==> src/common/rv32i_pkg.sv <==
package rv32i_pkg;

  localparam int XLEN     = 32;
  localparam int REG_BITS = 5;

  ////////////////////////////////////////////////////////////
  // Major opcodes
  ////////////////////////////////////////////////////////////

  localparam logic [6:0] OPC_LUI    = 7'b0110111;
  localparam logic [6:0] OPC_AUIPC  = 7'b0010111;
  localparam logic [6:0] OPC_JAL    = 7'b1101111;
  localparam logic [6:0] OPC_JALR   = 7'b1100111;
  localparam logic [6:0] OPC_BRANCH = 7'b1100011;
  localparam logic [6:0] OPC_LOAD   = 7'b0000011;
  localparam logic [6:0] OPC_STORE  = 7'b0100011;
  localparam logic [6:0] OPC_OPIMM  = 7'b0010011;
  localparam logic [6:0] OPC_OP     = 7'b0110011;
  localparam logic [6:0] OPC_SYSTEM = 7'b1110011;

  // The low three bits follow funct3, the top bit is the alternate form
  typedef enum logic [3:0] {
    ALU_ADD  = 4'b0000,
    ALU_SLL  = 4'b0001,
    ALU_SLT  = 4'b0010,
    ALU_SLTU = 4'b0011,
    ALU_XOR  = 4'b0100,
    ALU_SRL  = 4'b0101,
    ALU_OR   = 4'b0110,
    ALU_AND  = 4'b0111,
    ALU_SUB  = 4'b1000,
    ALU_SRA  = 4'b1101
  } alu_op_t;

  typedef enum logic [1:0] {
    WB_ALU  = 2'd0,
    WB_PC4  = 2'd1,
    WB_LOAD = 2'd2,
    WB_IMM  = 2'd3
  } wb_sel_t;

  // Data window on the APB port, the end bound is exclusive
  localparam logic [XLEN-1:0] DATA_BASE = 32'h0000_2000;
  localparam logic [XLEN-1:0] DATA_END  = 32'h0000_2400;

  ////////////////////////////////////////////////////////////
  // Instruction word views
  ////////////////////////////////////////////////////////////

  typedef union packed {
    struct packed {
      logic [6:0] funct7;
      logic [4:0] rs2;
      logic [4:0] rs1;
      logic [2:0] funct3;
      logic [4:0] rd;
      logic [6:0] opcode;
    } r_fmt;
    struct packed {
      logic [11:0] imm;
      logic [4:0]  rs1;
      logic [2:0]  funct3;
      logic [4:0]  rd;
      logic [6:0]  opcode;
    } i_fmt;
    struct packed {
      logic [6:0] imm_hi;
      logic [4:0] rs2;
      logic [4:0] rs1;
      logic [2:0] funct3;
      logic [4:0] imm_lo;
      logic [6:0] opcode;
    } s_fmt;
    struct packed {
      logic       imm_12;
      logic [5:0] imm_10_5;
      logic [4:0] rs2;
      logic [4:0] rs1;
      logic [2:0] funct3;
      logic [3:0] imm_4_1;
      logic       imm_11;
      logic [6:0] opcode;
    } b_fmt;
    struct packed {
      logic [19:0] imm;
      logic [4:0]  rd;
      logic [6:0]  opcode;
    } u_fmt;
    struct packed {
      logic       imm_20;
      logic [9:0] imm_10_1;
      logic       imm_11;
      logic [7:0] imm_19_12;
      logic [4:0] rd;
      logic [6:0] opcode;
    } j_fmt;
  } instr_t;

endpackage

==> src/core/rv32i_registers.sv <==
module rv32i_registers (
  input  logic                          clk_i,
  input  logic                          rst_n_i,
  input  logic [rv32i_pkg::REG_BITS-1:0] rs1_addr_i,
  input  logic [rv32i_pkg::REG_BITS-1:0] rs2_addr_i,
  input  logic [rv32i_pkg::REG_BITS-1:0] rd_addr_i,
  input  logic                          rd_write_i,
  input  logic [rv32i_pkg::XLEN-1:0]     rd_data_i,
  input  logic                          pc_write_i,
  input  logic [rv32i_pkg::XLEN-1:0]     pc_data_i,
  output logic [rv32i_pkg::XLEN-1:0]     rs1_o,
  output logic [rv32i_pkg::XLEN-1:0]     rs2_o,
  output logic [rv32i_pkg::XLEN-1:0]     pc_o
);

  // x0 has no storage, so the array starts at index 1
  logic [rv32i_pkg::XLEN-1:0] regs [1:2**rv32i_pkg::REG_BITS-1];
  logic [rv32i_pkg::XLEN-1:0] pc_q;

  always_ff @(posedge clk_i) begin
    if (rd_write_i && (rd_addr_i != '0)) begin
      regs[rd_addr_i] <= rd_data_i;
    end
  end

  always_ff @(posedge clk_i or negedge rst_n_i) begin
    if (!rst_n_i) begin
      pc_q <= '0;
    end else if (pc_write_i) begin
      pc_q <= pc_data_i;
    end
  end

  // Reads are combinational and x0 always returns zero
  assign rs1_o = (rs1_addr_i == '0) ? '0 : regs[rs1_addr_i];
  assign rs2_o = (rs2_addr_i == '0) ? '0 : regs[rs2_addr_i];
  assign pc_o  = pc_q;

endmodule

==> src/core/rv32i_decode.sv <==
module rv32i_decode (
  input  logic [rv32i_pkg::XLEN-1:0]     instr_i,
  output logic [rv32i_pkg::REG_BITS-1:0] rs1_addr_o,
  output logic [rv32i_pkg::REG_BITS-1:0] rs2_addr_o,
  output logic [rv32i_pkg::REG_BITS-1:0] rd_addr_o,
  output logic [rv32i_pkg::XLEN-1:0]     imm_o,
  output rv32i_pkg::alu_op_t             alu_op_o,
  output logic                          op2_imm_o,
  output logic                          op1_pc_o,
  output rv32i_pkg::wb_sel_t             wb_sel_o,
  output logic                          rd_write_o,
  output logic                          branch_o,
  output logic                          jump_o,
  output logic                          jalr_o,
  output logic [2:0]                    funct3_o,
  output logic                          mem_read_o,
  output logic                          mem_write_o,
  output logic                          ebreak_o,
  output logic                          illegal_o
);

  rv32i_pkg::instr_t instr;
  logic [6:0]        opcode;
  logic [2:0]        funct3;
  logic [6:0]        funct7;
  logic              alt_op;
  logic              is_ebreak;

  assign instr  = rv32i_pkg::instr_t'(instr_i);
  assign opcode = instr.r_fmt.opcode;
  assign funct3 = instr.r_fmt.funct3;
  assign funct7 = instr.r_fmt.funct7;

  assign rs1_addr_o = instr.r_fmt.rs1;
  assign rs2_addr_o = instr.r_fmt.rs2;
  assign rd_addr_o  = instr.r_fmt.rd;
  assign funct3_o   = funct3;

  // Bit 30 means SUB only on register OP, but SRA on both shift forms
  assign alt_op = funct7[5] &&
                  (((opcode == rv32i_pkg::OPC_OP) && (funct3 == 3'b000)) ||
                   (funct3 == 3'b101));

  assign is_ebreak = (instr.i_fmt.imm == 12'd1) && (instr.i_fmt.rs1 == '0) &&
                     (funct3 == 3'b000) && (instr.i_fmt.rd == '0);

  ////////////////////////////////////////////////////////////
  // Immediate
  ////////////////////////////////////////////////////////////

  always_comb begin
    case (opcode)
      rv32i_pkg::OPC_OPIMM, rv32i_pkg::OPC_LOAD, rv32i_pkg::OPC_JALR:
        imm_o = {{20{instr.i_fmt.imm[11]}}, instr.i_fmt.imm};
      rv32i_pkg::OPC_STORE:
        imm_o = {{20{instr.s_fmt.imm_hi[6]}}, instr.s_fmt.imm_hi, instr.s_fmt.imm_lo};
      rv32i_pkg::OPC_BRANCH:
        imm_o = {{19{instr.b_fmt.imm_12}}, instr.b_fmt.imm_12, instr.b_fmt.imm_11,
                 instr.b_fmt.imm_10_5, instr.b_fmt.imm_4_1, 1'b0};
      rv32i_pkg::OPC_LUI, rv32i_pkg::OPC_AUIPC:
        imm_o = {instr.u_fmt.imm, 12'b0};
      rv32i_pkg::OPC_JAL:
        imm_o = {{11{instr.j_fmt.imm_20}}, instr.j_fmt.imm_20, instr.j_fmt.imm_19_12,
                 instr.j_fmt.imm_11, instr.j_fmt.imm_10_1, 1'b0};
      default:
        imm_o = '0;
    endcase
  end

  ////////////////////////////////////////////////////////////
  // Control
  ////////////////////////////////////////////////////////////

  always_comb begin
    alu_op_o    = rv32i_pkg::ALU_ADD;
    op2_imm_o   = 1'b1;
    op1_pc_o    = 1'b0;
    wb_sel_o    = rv32i_pkg::WB_ALU;
    rd_write_o  = 1'b0;
    branch_o    = 1'b0;
    jump_o      = 1'b0;
    jalr_o      = 1'b0;
    mem_read_o  = 1'b0;
    mem_write_o = 1'b0;
    ebreak_o    = 1'b0;
    illegal_o   = 1'b0;
    case (opcode)
      rv32i_pkg::OPC_LUI: begin
        rd_write_o = 1'b1;
        wb_sel_o   = rv32i_pkg::WB_IMM;
      end
      rv32i_pkg::OPC_AUIPC: begin
        rd_write_o = 1'b1;
        op1_pc_o   = 1'b1;
      end
      // Jumps and branches use the ALU for pc plus imm
      rv32i_pkg::OPC_JAL: begin
        rd_write_o = 1'b1;
        wb_sel_o   = rv32i_pkg::WB_PC4;
        op1_pc_o   = 1'b1;
        jump_o     = 1'b1;
      end
      rv32i_pkg::OPC_JALR: begin
        rd_write_o = 1'b1;
        wb_sel_o   = rv32i_pkg::WB_PC4;
        jalr_o     = 1'b1;
        illegal_o  = (funct3 != 3'b000);
      end
      rv32i_pkg::OPC_BRANCH: begin
        op1_pc_o  = 1'b1;
        branch_o  = 1'b1;
        illegal_o = (funct3[2:1] == 2'b01);
      end
      rv32i_pkg::OPC_LOAD: begin
        rd_write_o = 1'b1;
        wb_sel_o   = rv32i_pkg::WB_LOAD;
        mem_read_o = 1'b1;
        illegal_o  = (funct3 != 3'b010);
      end
      rv32i_pkg::OPC_STORE: begin
        mem_write_o = 1'b1;
        illegal_o   = (funct3 != 3'b010);
      end
      rv32i_pkg::OPC_OPIMM: begin
        rd_write_o = 1'b1;
        alu_op_o   = rv32i_pkg::alu_op_t'({alt_op, funct3});
        illegal_o  = ((funct3 == 3'b001) && (funct7 != 7'h00)) ||
                     ((funct3 == 3'b101) && (funct7 != 7'h00) && (funct7 != 7'h20));
      end
      rv32i_pkg::OPC_OP: begin
        rd_write_o = 1'b1;
        op2_imm_o  = 1'b0;
        alu_op_o   = rv32i_pkg::alu_op_t'({alt_op, funct3});
        illegal_o  = (funct7 != 7'h00) &&
                     !((funct7 == 7'h20) && ((funct3 == 3'b000) || (funct3 == 3'b101)));
      end
      rv32i_pkg::OPC_SYSTEM: begin
        ebreak_o  = is_ebreak;
        illegal_o = !is_ebreak;
      end
      default: begin
        illegal_o = 1'b1;
      end
    endcase

    // An illegal word must not write a register or touch the bus
    if (illegal_o) begin
      rd_write_o  = 1'b0;
      mem_read_o  = 1'b0;
      mem_write_o = 1'b0;
    end
  end

endmodule

==> src/core/rv32i_execute.sv <==
module rv32i_execute (
  input  logic [rv32i_pkg::XLEN-1:0] pc_i,
  input  logic [rv32i_pkg::XLEN-1:0] rs1_i,
  input  logic [rv32i_pkg::XLEN-1:0] rs2_i,
  input  logic [rv32i_pkg::XLEN-1:0] imm_i,
  input  rv32i_pkg::alu_op_t         alu_op_i,
  input  logic                      op2_imm_i,
  input  logic                      op1_pc_i,
  input  logic                      branch_i,
  input  logic                      jump_i,
  input  logic                      jalr_i,
  input  logic [2:0]                funct3_i,
  output logic [rv32i_pkg::XLEN-1:0] alu_result_o,
  output logic [rv32i_pkg::XLEN-1:0] next_pc_o,
  output logic [rv32i_pkg::XLEN-1:0] pc_plus4_o
);

  logic [rv32i_pkg::XLEN-1:0] op1;
  logic [rv32i_pkg::XLEN-1:0] op2;
  logic [4:0]                 shamt;
  logic                       taken;

  assign op1   = op1_pc_i ? pc_i : rs1_i;
  assign op2   = op2_imm_i ? imm_i : rs2_i;
  assign shamt = op2[4:0];

  ////////////////////////////////////////////////////////////
  // ALU
  ////////////////////////////////////////////////////////////

  always_comb begin
    case (alu_op_i)
      rv32i_pkg::ALU_ADD:  alu_result_o = op1 + op2;
      rv32i_pkg::ALU_SUB:  alu_result_o = op1 - op2;
      rv32i_pkg::ALU_SLL:  alu_result_o = op1 << shamt;
      rv32i_pkg::ALU_SLT:  alu_result_o = {31'b0, $signed(op1) < $signed(op2)};
      rv32i_pkg::ALU_SLTU: alu_result_o = {31'b0, op1 < op2};
      rv32i_pkg::ALU_XOR:  alu_result_o = op1 ^ op2;
      rv32i_pkg::ALU_SRL:  alu_result_o = op1 >> shamt;
      rv32i_pkg::ALU_SRA:  alu_result_o = $signed(op1) >>> shamt;
      rv32i_pkg::ALU_OR:   alu_result_o = op1 | op2;
      rv32i_pkg::ALU_AND:  alu_result_o = op1 & op2;
      default:             alu_result_o = op1 + op2;
    endcase
  end

  // The comparator always sees the registers, since the ALU is busy with the target
  always_comb begin
    case (funct3_i)
      3'b000:  taken = (rs1_i == rs2_i);
      3'b001:  taken = (rs1_i != rs2_i);
      3'b100:  taken = ($signed(rs1_i) < $signed(rs2_i));
      3'b101:  taken = ($signed(rs1_i) >= $signed(rs2_i));
      3'b110:  taken = (rs1_i < rs2_i);
      3'b111:  taken = (rs1_i >= rs2_i);
      default: taken = 1'b0;
    endcase
  end

  ////////////////////////////////////////////////////////////
  // Next PC
  ////////////////////////////////////////////////////////////

  assign pc_plus4_o = pc_i + 32'd4;

  // Bit 0 is cleared for JALR, and it is already zero for JAL and branches
  assign next_pc_o = (jump_i || jalr_i || (branch_i && taken)) ?
                     {alu_result_o[rv32i_pkg::XLEN-1:1], 1'b0} : pc_plus4_o;

endmodule

==> src/core/rv32i_result.sv <==
module rv32i_result (
  input  logic                      clk_i,
  input  logic                      rst_n_i,
  input  rv32i_pkg::wb_sel_t         wb_sel_i,
  input  logic                      rd_write_i,
  input  logic [rv32i_pkg::XLEN-1:0] alu_result_i,
  input  logic [rv32i_pkg::XLEN-1:0] pc_plus4_i,
  input  logic [rv32i_pkg::XLEN-1:0] imm_i,
  input  logic [rv32i_pkg::XLEN-1:0] load_data_i,
  input  logic [rv32i_pkg::XLEN-1:0] next_pc_i,
  input  logic                      mem_op_i,
  input  logic                      mem_done_i,
  input  logic                      access_fault_i,
  input  logic                      ebreak_i,
  input  logic                      illegal_i,
  output logic [rv32i_pkg::XLEN-1:0] rd_data_o,
  output logic                      rd_write_o,
  output logic                      pc_write_o,
  output logic                      hold_o,
  output logic                      halted_o,
  output logic                      fault_o
);

  logic halted_q;
  logic fault_q;
  logic retire;

  always_comb begin
    case (wb_sel_i)
      rv32i_pkg::WB_PC4:  rd_data_o = pc_plus4_i;
      rv32i_pkg::WB_LOAD: rd_data_o = load_data_i;
      rv32i_pkg::WB_IMM:  rd_data_o = imm_i;
      default:            rd_data_o = alu_result_i;
    endcase
  end

  assign hold_o = halted_q | fault_q;

  // Memory instructions retire on the edge that ends their access
  assign retire = !hold_o && !illegal_i && !ebreak_i && (!mem_op_i || mem_done_i);

  assign rd_write_o = rd_write_i & retire;
  assign pc_write_o = retire;

  // Both flags stay set until the next reset
  always_ff @(posedge clk_i or negedge rst_n_i) begin
    if (!rst_n_i) begin
      halted_q <= 1'b0;
      fault_q  <= 1'b0;
    end else if (!hold_o) begin
      halted_q <= ebreak_i;
      fault_q  <= illegal_i | access_fault_i;
    end
  end

  assign halted_o = halted_q;
  assign fault_o  = fault_q;

endmodule

==> src/design/rv32i_apb_master.sv <==
module rv32i_apb_master (
  input  logic                      clk_i,
  input  logic                      rst_n_i,
  input  logic                      mem_read_i,
  input  logic                      mem_write_i,
  input  logic [rv32i_pkg::XLEN-1:0] addr_i,
  input  logic [rv32i_pkg::XLEN-1:0] wdata_i,
  input  logic                      hold_i,
  output logic [rv32i_pkg::XLEN-1:0] paddr_o,
  output logic                      psel_o,
  output logic                      penable_o,
  output logic                      pwrite_o,
  output logic [rv32i_pkg::XLEN-1:0] pwdata_o,
  input  logic [rv32i_pkg::XLEN-1:0] prdata_i,
  input  logic                      pready_i,
  input  logic                      pslverr_i,
  output logic                      mem_done_o,
  output logic [rv32i_pkg::XLEN-1:0] rdata_o,
  output logic                      access_fault_o
);

  logic                       in_window;
  logic                       request;
  logic                       access_end;
  logic                       psel_q;
  logic                       penable_q;
  logic                       pwrite_q;
  logic [rv32i_pkg::XLEN-1:0] paddr_q;
  logic [rv32i_pkg::XLEN-1:0] pwdata_q;

  assign in_window = (addr_i >= rv32i_pkg::DATA_BASE) && (addr_i < rv32i_pkg::DATA_END) &&
                     (addr_i[1:0] == 2'b00);

  // A new request is only seen in idle, so the held pc cannot launch it twice
  assign request    = (mem_read_i | mem_write_i) & !hold_i & !psel_q;
  assign access_end = psel_q & penable_q & pready_i;

  ////////////////////////////////////////////////////////////
  // FSM
  ////////////////////////////////////////////////////////////

  // Idle has psel low, setup has psel alone, access has both high
  always_ff @(posedge clk_i or negedge rst_n_i) begin
    if (!rst_n_i) begin
      psel_q    <= 1'b0;
      penable_q <= 1'b0;
    end else if (!psel_q) begin
      psel_q <= request & in_window;
    end else if (!penable_q) begin
      penable_q <= 1'b1;
    end else if (pready_i) begin
      psel_q    <= 1'b0;
      penable_q <= 1'b0;
    end
  end

  always_ff @(posedge clk_i) begin
    if (request) begin
      paddr_q  <= addr_i;
      pwdata_q <= wdata_i;
      pwrite_q <= mem_write_i;
    end
  end

  assign paddr_o   = paddr_q;
  assign psel_o    = psel_q;
  assign penable_o = penable_q;
  assign pwrite_o  = pwrite_q;
  assign pwdata_o  = pwdata_q;

  assign mem_done_o     = access_end & !pslverr_i;
  assign rdata_o        = prdata_i;
  // A bad address faults before any bus cycle, a slave error at the end of one
  assign access_fault_o = (request & !in_window) | (access_end & pslverr_i);

endmodule

==> src/design/rv32i.sv <==
module rv32i (
  input  logic                      clk_i,
  input  logic                      rst_n_i,
  output logic [rv32i_pkg::XLEN-1:0] instr_addr_o,
  input  logic [rv32i_pkg::XLEN-1:0] instr_i,
  output logic [rv32i_pkg::XLEN-1:0] paddr_o,
  output logic                      psel_o,
  output logic                      penable_o,
  output logic                      pwrite_o,
  output logic [rv32i_pkg::XLEN-1:0] pwdata_o,
  input  logic [rv32i_pkg::XLEN-1:0] prdata_i,
  input  logic                      pready_i,
  input  logic                      pslverr_i,
  output logic                      halted_o,
  output logic                      fault_o
);

  logic [rv32i_pkg::REG_BITS-1:0] rs1_addr;
  logic [rv32i_pkg::REG_BITS-1:0] rs2_addr;
  logic [rv32i_pkg::REG_BITS-1:0] rd_addr;
  logic [rv32i_pkg::XLEN-1:0]     imm;
  rv32i_pkg::alu_op_t             alu_op;
  rv32i_pkg::wb_sel_t             wb_sel;
  logic                           op2_imm;
  logic                           op1_pc;
  logic                           dec_rd_write;
  logic                           branch;
  logic                           jump;
  logic                           jalr;
  logic [2:0]                     funct3;
  logic                           mem_read;
  logic                           mem_write;
  logic                           ebreak;
  logic                           illegal;
  logic [rv32i_pkg::XLEN-1:0]     rs1;
  logic [rv32i_pkg::XLEN-1:0]     rs2;
  logic [rv32i_pkg::XLEN-1:0]     alu_result;
  logic [rv32i_pkg::XLEN-1:0]     next_pc;
  logic [rv32i_pkg::XLEN-1:0]     pc_plus4;
  logic                           mem_done;
  logic [rv32i_pkg::XLEN-1:0]     load_data;
  logic                           access_fault;
  logic [rv32i_pkg::XLEN-1:0]     rd_data;
  logic                           rd_write;
  logic                           pc_write;
  logic                           hold;

  // The pc leaves the register file straight onto the instruction port
  rv32i_registers i_registers (
    .clk_i      (clk_i),
    .rst_n_i    (rst_n_i),
    .rs1_addr_i (rs1_addr),
    .rs2_addr_i (rs2_addr),
    .rd_addr_i  (rd_addr),
    .rd_write_i (rd_write),
    .rd_data_i  (rd_data),
    .pc_write_i (pc_write),
    .pc_data_i  (next_pc),
    .rs1_o      (rs1),
    .rs2_o      (rs2),
    .pc_o       (instr_addr_o)
  );

  rv32i_decode i_decode (
    .instr_i     (instr_i),
    .rs1_addr_o  (rs1_addr),
    .rs2_addr_o  (rs2_addr),
    .rd_addr_o   (rd_addr),
    .imm_o       (imm),
    .alu_op_o    (alu_op),
    .op2_imm_o   (op2_imm),
    .op1_pc_o    (op1_pc),
    .wb_sel_o    (wb_sel),
    .rd_write_o  (dec_rd_write),
    .branch_o    (branch),
    .jump_o      (jump),
    .jalr_o      (jalr),
    .funct3_o    (funct3),
    .mem_read_o  (mem_read),
    .mem_write_o (mem_write),
    .ebreak_o    (ebreak),
    .illegal_o   (illegal)
  );

  rv32i_execute i_execute (
    .pc_i         (instr_addr_o),
    .rs1_i        (rs1),
    .rs2_i        (rs2),
    .imm_i        (imm),
    .alu_op_i     (alu_op),
    .op2_imm_i    (op2_imm),
    .op1_pc_i     (op1_pc),
    .branch_i     (branch),
    .jump_i       (jump),
    .jalr_i       (jalr),
    .funct3_i     (funct3),
    .alu_result_o (alu_result),
    .next_pc_o    (next_pc),
    .pc_plus4_o   (pc_plus4)
  );

  ////////////////////////////////////////////////////////////
  // Data window on APB
  ////////////////////////////////////////////////////////////

  rv32i_apb_master i_apb_master (
    .clk_i          (clk_i),
    .rst_n_i        (rst_n_i),
    .mem_read_i     (mem_read),
    .mem_write_i    (mem_write),
    .addr_i         (alu_result),
    .wdata_i        (rs2),
    .hold_i         (hold),
    .paddr_o        (paddr_o),
    .psel_o         (psel_o),
    .penable_o      (penable_o),
    .pwrite_o       (pwrite_o),
    .pwdata_o       (pwdata_o),
    .prdata_i       (prdata_i),
    .pready_i       (pready_i),
    .pslverr_i      (pslverr_i),
    .mem_done_o     (mem_done),
    .rdata_o        (load_data),
    .access_fault_o (access_fault)
  );

  rv32i_result i_result (
    .clk_i          (clk_i),
    .rst_n_i        (rst_n_i),
    .wb_sel_i       (wb_sel),
    .rd_write_i     (dec_rd_write),
    .alu_result_i   (alu_result),
    .pc_plus4_i     (pc_plus4),
    .imm_i          (imm),
    .load_data_i    (load_data),
    .next_pc_i      (next_pc),
    .mem_op_i       (mem_read | mem_write),
    .mem_done_i     (mem_done),
    .access_fault_i (access_fault),
    .ebreak_i       (ebreak),
    .illegal_i      (illegal),
    .rd_data_o      (rd_data),
    .rd_write_o     (rd_write),
    .pc_write_o     (pc_write),
    .hold_o         (hold),
    .halted_o       (halted_o),
    .fault_o        (fault_o)
  );

endmodule

==> config.mk <==
export PLATFORM = sky130hd
export DESIGN_NAME = rv32i
export DESIGN_NICKNAME = d
export VERILOG_FILES = /design/src/common/rv32i_pkg.sv /design/src/core/rv32i_registers.sv /design/src/core/rv32i_decode.sv /design/src/core/rv32i_execute.sv /design/src/core/rv32i_result.sv /design/src/design/rv32i_apb_master.sv /design/src/design/rv32i.sv
export SDC_FILE = /design/constraint.sdc
export NUM_CORES = 2
export LEC_CHECK = 0
export ABC_AREA = 1
export BUFFER_PORTS_ARGS = -buffer_cell sky130_fd_sc_hd__clkbuf_2
export CORE_AREA = 10 10 543 545
export DETAILED_ROUTE_END_ITERATION = 12
export DIE_AREA = 0 0 553 555
export HOLD_SLACK_MARGIN = 0.1
export PLACE_DENSITY = 0.43
export SLEW_MARGIN = 20
export SYNTH_ARGS = -nofsm -noshare
export SYNTH_HDL_FRONTEND = slang
export SYNTH_HIERARCHICAL = 1
export SYNTH_SLANG_ARGS = --single-unit
==> constraint.sdc <==
create_clock -name clk_i -period 4 [get_ports clk_i]
set_input_delay 0.6 -clock clk_i [delete_from_list [all_inputs] [get_ports clk_i]]
set_output_delay 0.6 -clock clk_i [all_outputs]
set_load 0.01 [all_outputs]
==> results.yml <==
outcome:
  outcome: "complete, but fails checks"
  failed_checks: "setup timing"
pwr:
  p_per_area_nw_per_um2: 349
  p_leak_nw: 45.3
  ir_drop_uv: 245
  finalPower_w: 0.0346
synth:
  synthMuxAreaShare_pct: 0.525
  ys_warn_count: 6
  synth_area_um2: 70600
  synth.distinct_cells: 62
  synthXorXnorAreaFrac_pct: 0.521
  synth-edff-count: 1057
  ys.flop_type: "edfxtp_1"
  synthTopCellsByArea: "edfxtp_1 (45%), nand2_1 (20%), nand3_1 (10%), inv_1 (5.6%), nor2_1 (2.5%)"
  netlist_instances: 9505
  synth_seq_cells: 1093
  yosysSeqAreaShare_pct: 46.2
  yosys-top-cells-count: "nand2_1 (3679), nand3_1 (1468), edfxtp_1 (1057)"
  synth_largest_area_cell: "edfxtp_1"
  synth_top_family_by_area: "simple AND/OR/NAND/NOR gates"
  synthAdderAreaFrac_pct: 2.36
  synthArstFlopShare_pct: 3.29
  synth_top_area_share_pct: 45.0
  yosys.cell_count.top_type: "nand2_1"
  synth_simple_gate_area_share_pct: 34.3
  synth-compound-area-share_pct: 5.69
  synth_fp_nets: 9705
  syn_avg_cell_area_um2: 7.43
sta:
  setup_viol: 1048
  fmax_mhz: 217
  setup_ws_ns: -0.603
  slew_headroom_pct: 33.6
  post-route-min-period_ns: 4.60
  hold_viol: 0
  skew_ns: 0.0724
  drv_slew: 0
  max_slew.worst_pin.slew_ns: 0.995
  fin_crit_sh_pct: 115
  grt_setup_unrepaired: "yes"
layout:
  finalNetCount: 11300
  fill_cells: 29700
  layout-drive-gt1-share_pct: 26.1
  area_growth_pct: 40.4
  final_util_pct: 34.9
global_route:
  grt.met1_usage_pct: 31.6
  grt_use_met2_pct: 38.4
  antenna_found_initial: 22
  grt_usage_pct: 23.8
  grt_max_degree: 63
  grtUsageMet3_pct: 3.71
  grt_pass1_vias: 70300
  overflow: 0
  grt_pass1_wl_um: 533000
  grt_busiest_layer: "met2"
setup_path:
  crit_path_max_fanout: 8
  critical_path_arrival_ns: 5.31
  crit_type: "primary input to register"
  cpMaxStageDelayCell: "ha_4"
  crit_path_start_kind: "primary input"
  slowest_delay_ns: 0.30
  end_kind: "register"
  cp.required_ns: 4.71
  cpMostUsedCell: "nand2_1"
cts:
  clk_pin_slew_ns: 0.06
  clk_latency_ns: 0.85
  cts_tree: "yes"
  ctsRootBufferMaster: "clkbuf_16"
  cts.sinks: 1093
  cts_buffers: 141
  cts_buffer_depth: 4
  htree_levels: 4
die:
  num_rows: 196
  die_x_um: 553
  die_area_um2: 307000
  dieHeight_um: 555
  start_util_pct: 24.9
  ioPinCount: 169
  core_um2: 284000
route:
  viasPerCell: 5.01
  post_drt_wl_per_cell_um: 26.3
  firstDrtPassIters: 9
  drc: 0
  num_vias: 74900
  drtAntennaViolNets: 0
  first_iter_violations: 8446
  wirelength_um: 394000
hold_path:
  hold_path.class: "primary input to register"
place:
  io_buffers: 168
  gp_congestion: 0.979
  dp_hpwl_um: 282000
flow_run:
  cap_violations: 0
cell type report:
class	count	area (um^2)	share of cell area [%]
Timing Repair Buffer	2022	19700	19.9
Clock inverter	71	581	0.586
Clock buffer	167	3700	3.73
Antenna cell	8	20.0	0.0202
Timing Repair inverter	2	20.0	0.0202
Inverter	1070	4110	4.15
Tap cell	3762	4710	4.75
Multi-Input combinational cell	6750	33600	33.9
Sequential cell	1093	32600	32.9
kinds of logic after synthesis:
logic type                 after synthesis
xor gates and xnor gates                42
AOI/OAI and AO/OA                      735
buffers and inverters                 1665
adders and majority gates              132
muxes                                   33
and+or+nand+nor                       5805
DFF                                   1093
where the power goes:
group / switching (W) / total, W / internal (W) / leakage, nW
clock network: 0.00538 / 0.0125 / 0.00709 / 2.10
logic: 0.00557 / 0.00909 / 0.00352 / 33.2
registers: 0.0000000000000422 / 0.0131 / 0.0131 / 10.0
total: 0.0109 / 0.0346 / 0.0237 / 45.3
metal layers:
layer,up-vias,part of all wire [%]
li1,34000,-
met1,36500,42
met2,3541,45
met3,789,7.9
met4,8,5.3
met5,-,0.013
per-stage QoR:
step / std cells / TNS, ns / setup slack [ns] / instance area [um^2] / hold slack [ns]
floorplan: 9505 / -692.04 / -0.784 / 70900 / 0.304
global placement: 14500 / -2656.32 / -2.26 / 89000 / 0.516
detailed placement: 14500 / -2624.80 / -2.27 / 89000 / 0.517
CTS: 14800 / -477.92 / -0.627 / 95200 / 0.198
global route: 14900 / -604.13 / -0.688 / 99100 / 0.243
finish: 14900 / -466.67 / -0.603 / 99100 / 0.265
worst paths after layout:
kind                                         start                      end  slack, ns  cells past startpoint
max                                    instr_i[15]         i_result/fault_o      -0.60                     42
min                                      pslverr_i         i_result/fault_o       0.27                      5
max in group asynchronous                  rst_n_i      i_registers/pc_o[6]       3.03                      3
min in group asynchronous                  rst_n_i   i_apb_master/penable_o       0.39                      3
min reg2reg                      i_result/halted_o         i_result/fault_o       0.51                      1
max reg2reg                i_registers/regs[18][2]  i_registers/regs[28][0]      -0.56                     24
state kept, by name, summed over array words and instances, names as in the netlist:
name	flops
i_registers/regs	992
i_apb_master/paddr_o	32
i_apb_master/pwdata_o	32
i_registers/pc_o	32
i_apb_master/penable_o	1
i_apb_master/psel_o	1
i_apb_master/pwrite_o	1
i_result/fault_o	1
i_result/halted_o	1
cells in the final DEF, fill, tap and decap left out, types with 158 or more instances in the layout:
master / count
a21oi_1: 215
buf_12: 250
buf_4: 1434
clkbuf_16: 175
clkbuf_2: 158
edfxtp_1: 1057
inv_1: 999
nand2_1: 3569
nand3_1: 1382
nor2_1: 333
o21ai_0: 197
critical path, delay by kind of cell:
| kind | cells | cell delay [ns] |
|---|---|---|
| compound gates | 4 | 0.63 |
| simple gates | 23 | 1.97 |
| buf+inv | 14 | 1.71 |
| fa+ha+maj | 1 | 0.30 |
repair_timing:
| item | in CTS | in global routing |
|---|---|---|
| gates cloned | 16 | 35 |
| gates resized for setup | 310 | 568 |
| hold endpoints to repair | 37 | 0 |
| setup buffers | 32 | 104 |
| hold buffers | 2 | 0 |
| endpoints found under the setup margin | 1066 | 1065 |
| pin swaps | 44 | 197 |
Power figures use the tool's default switching activity.
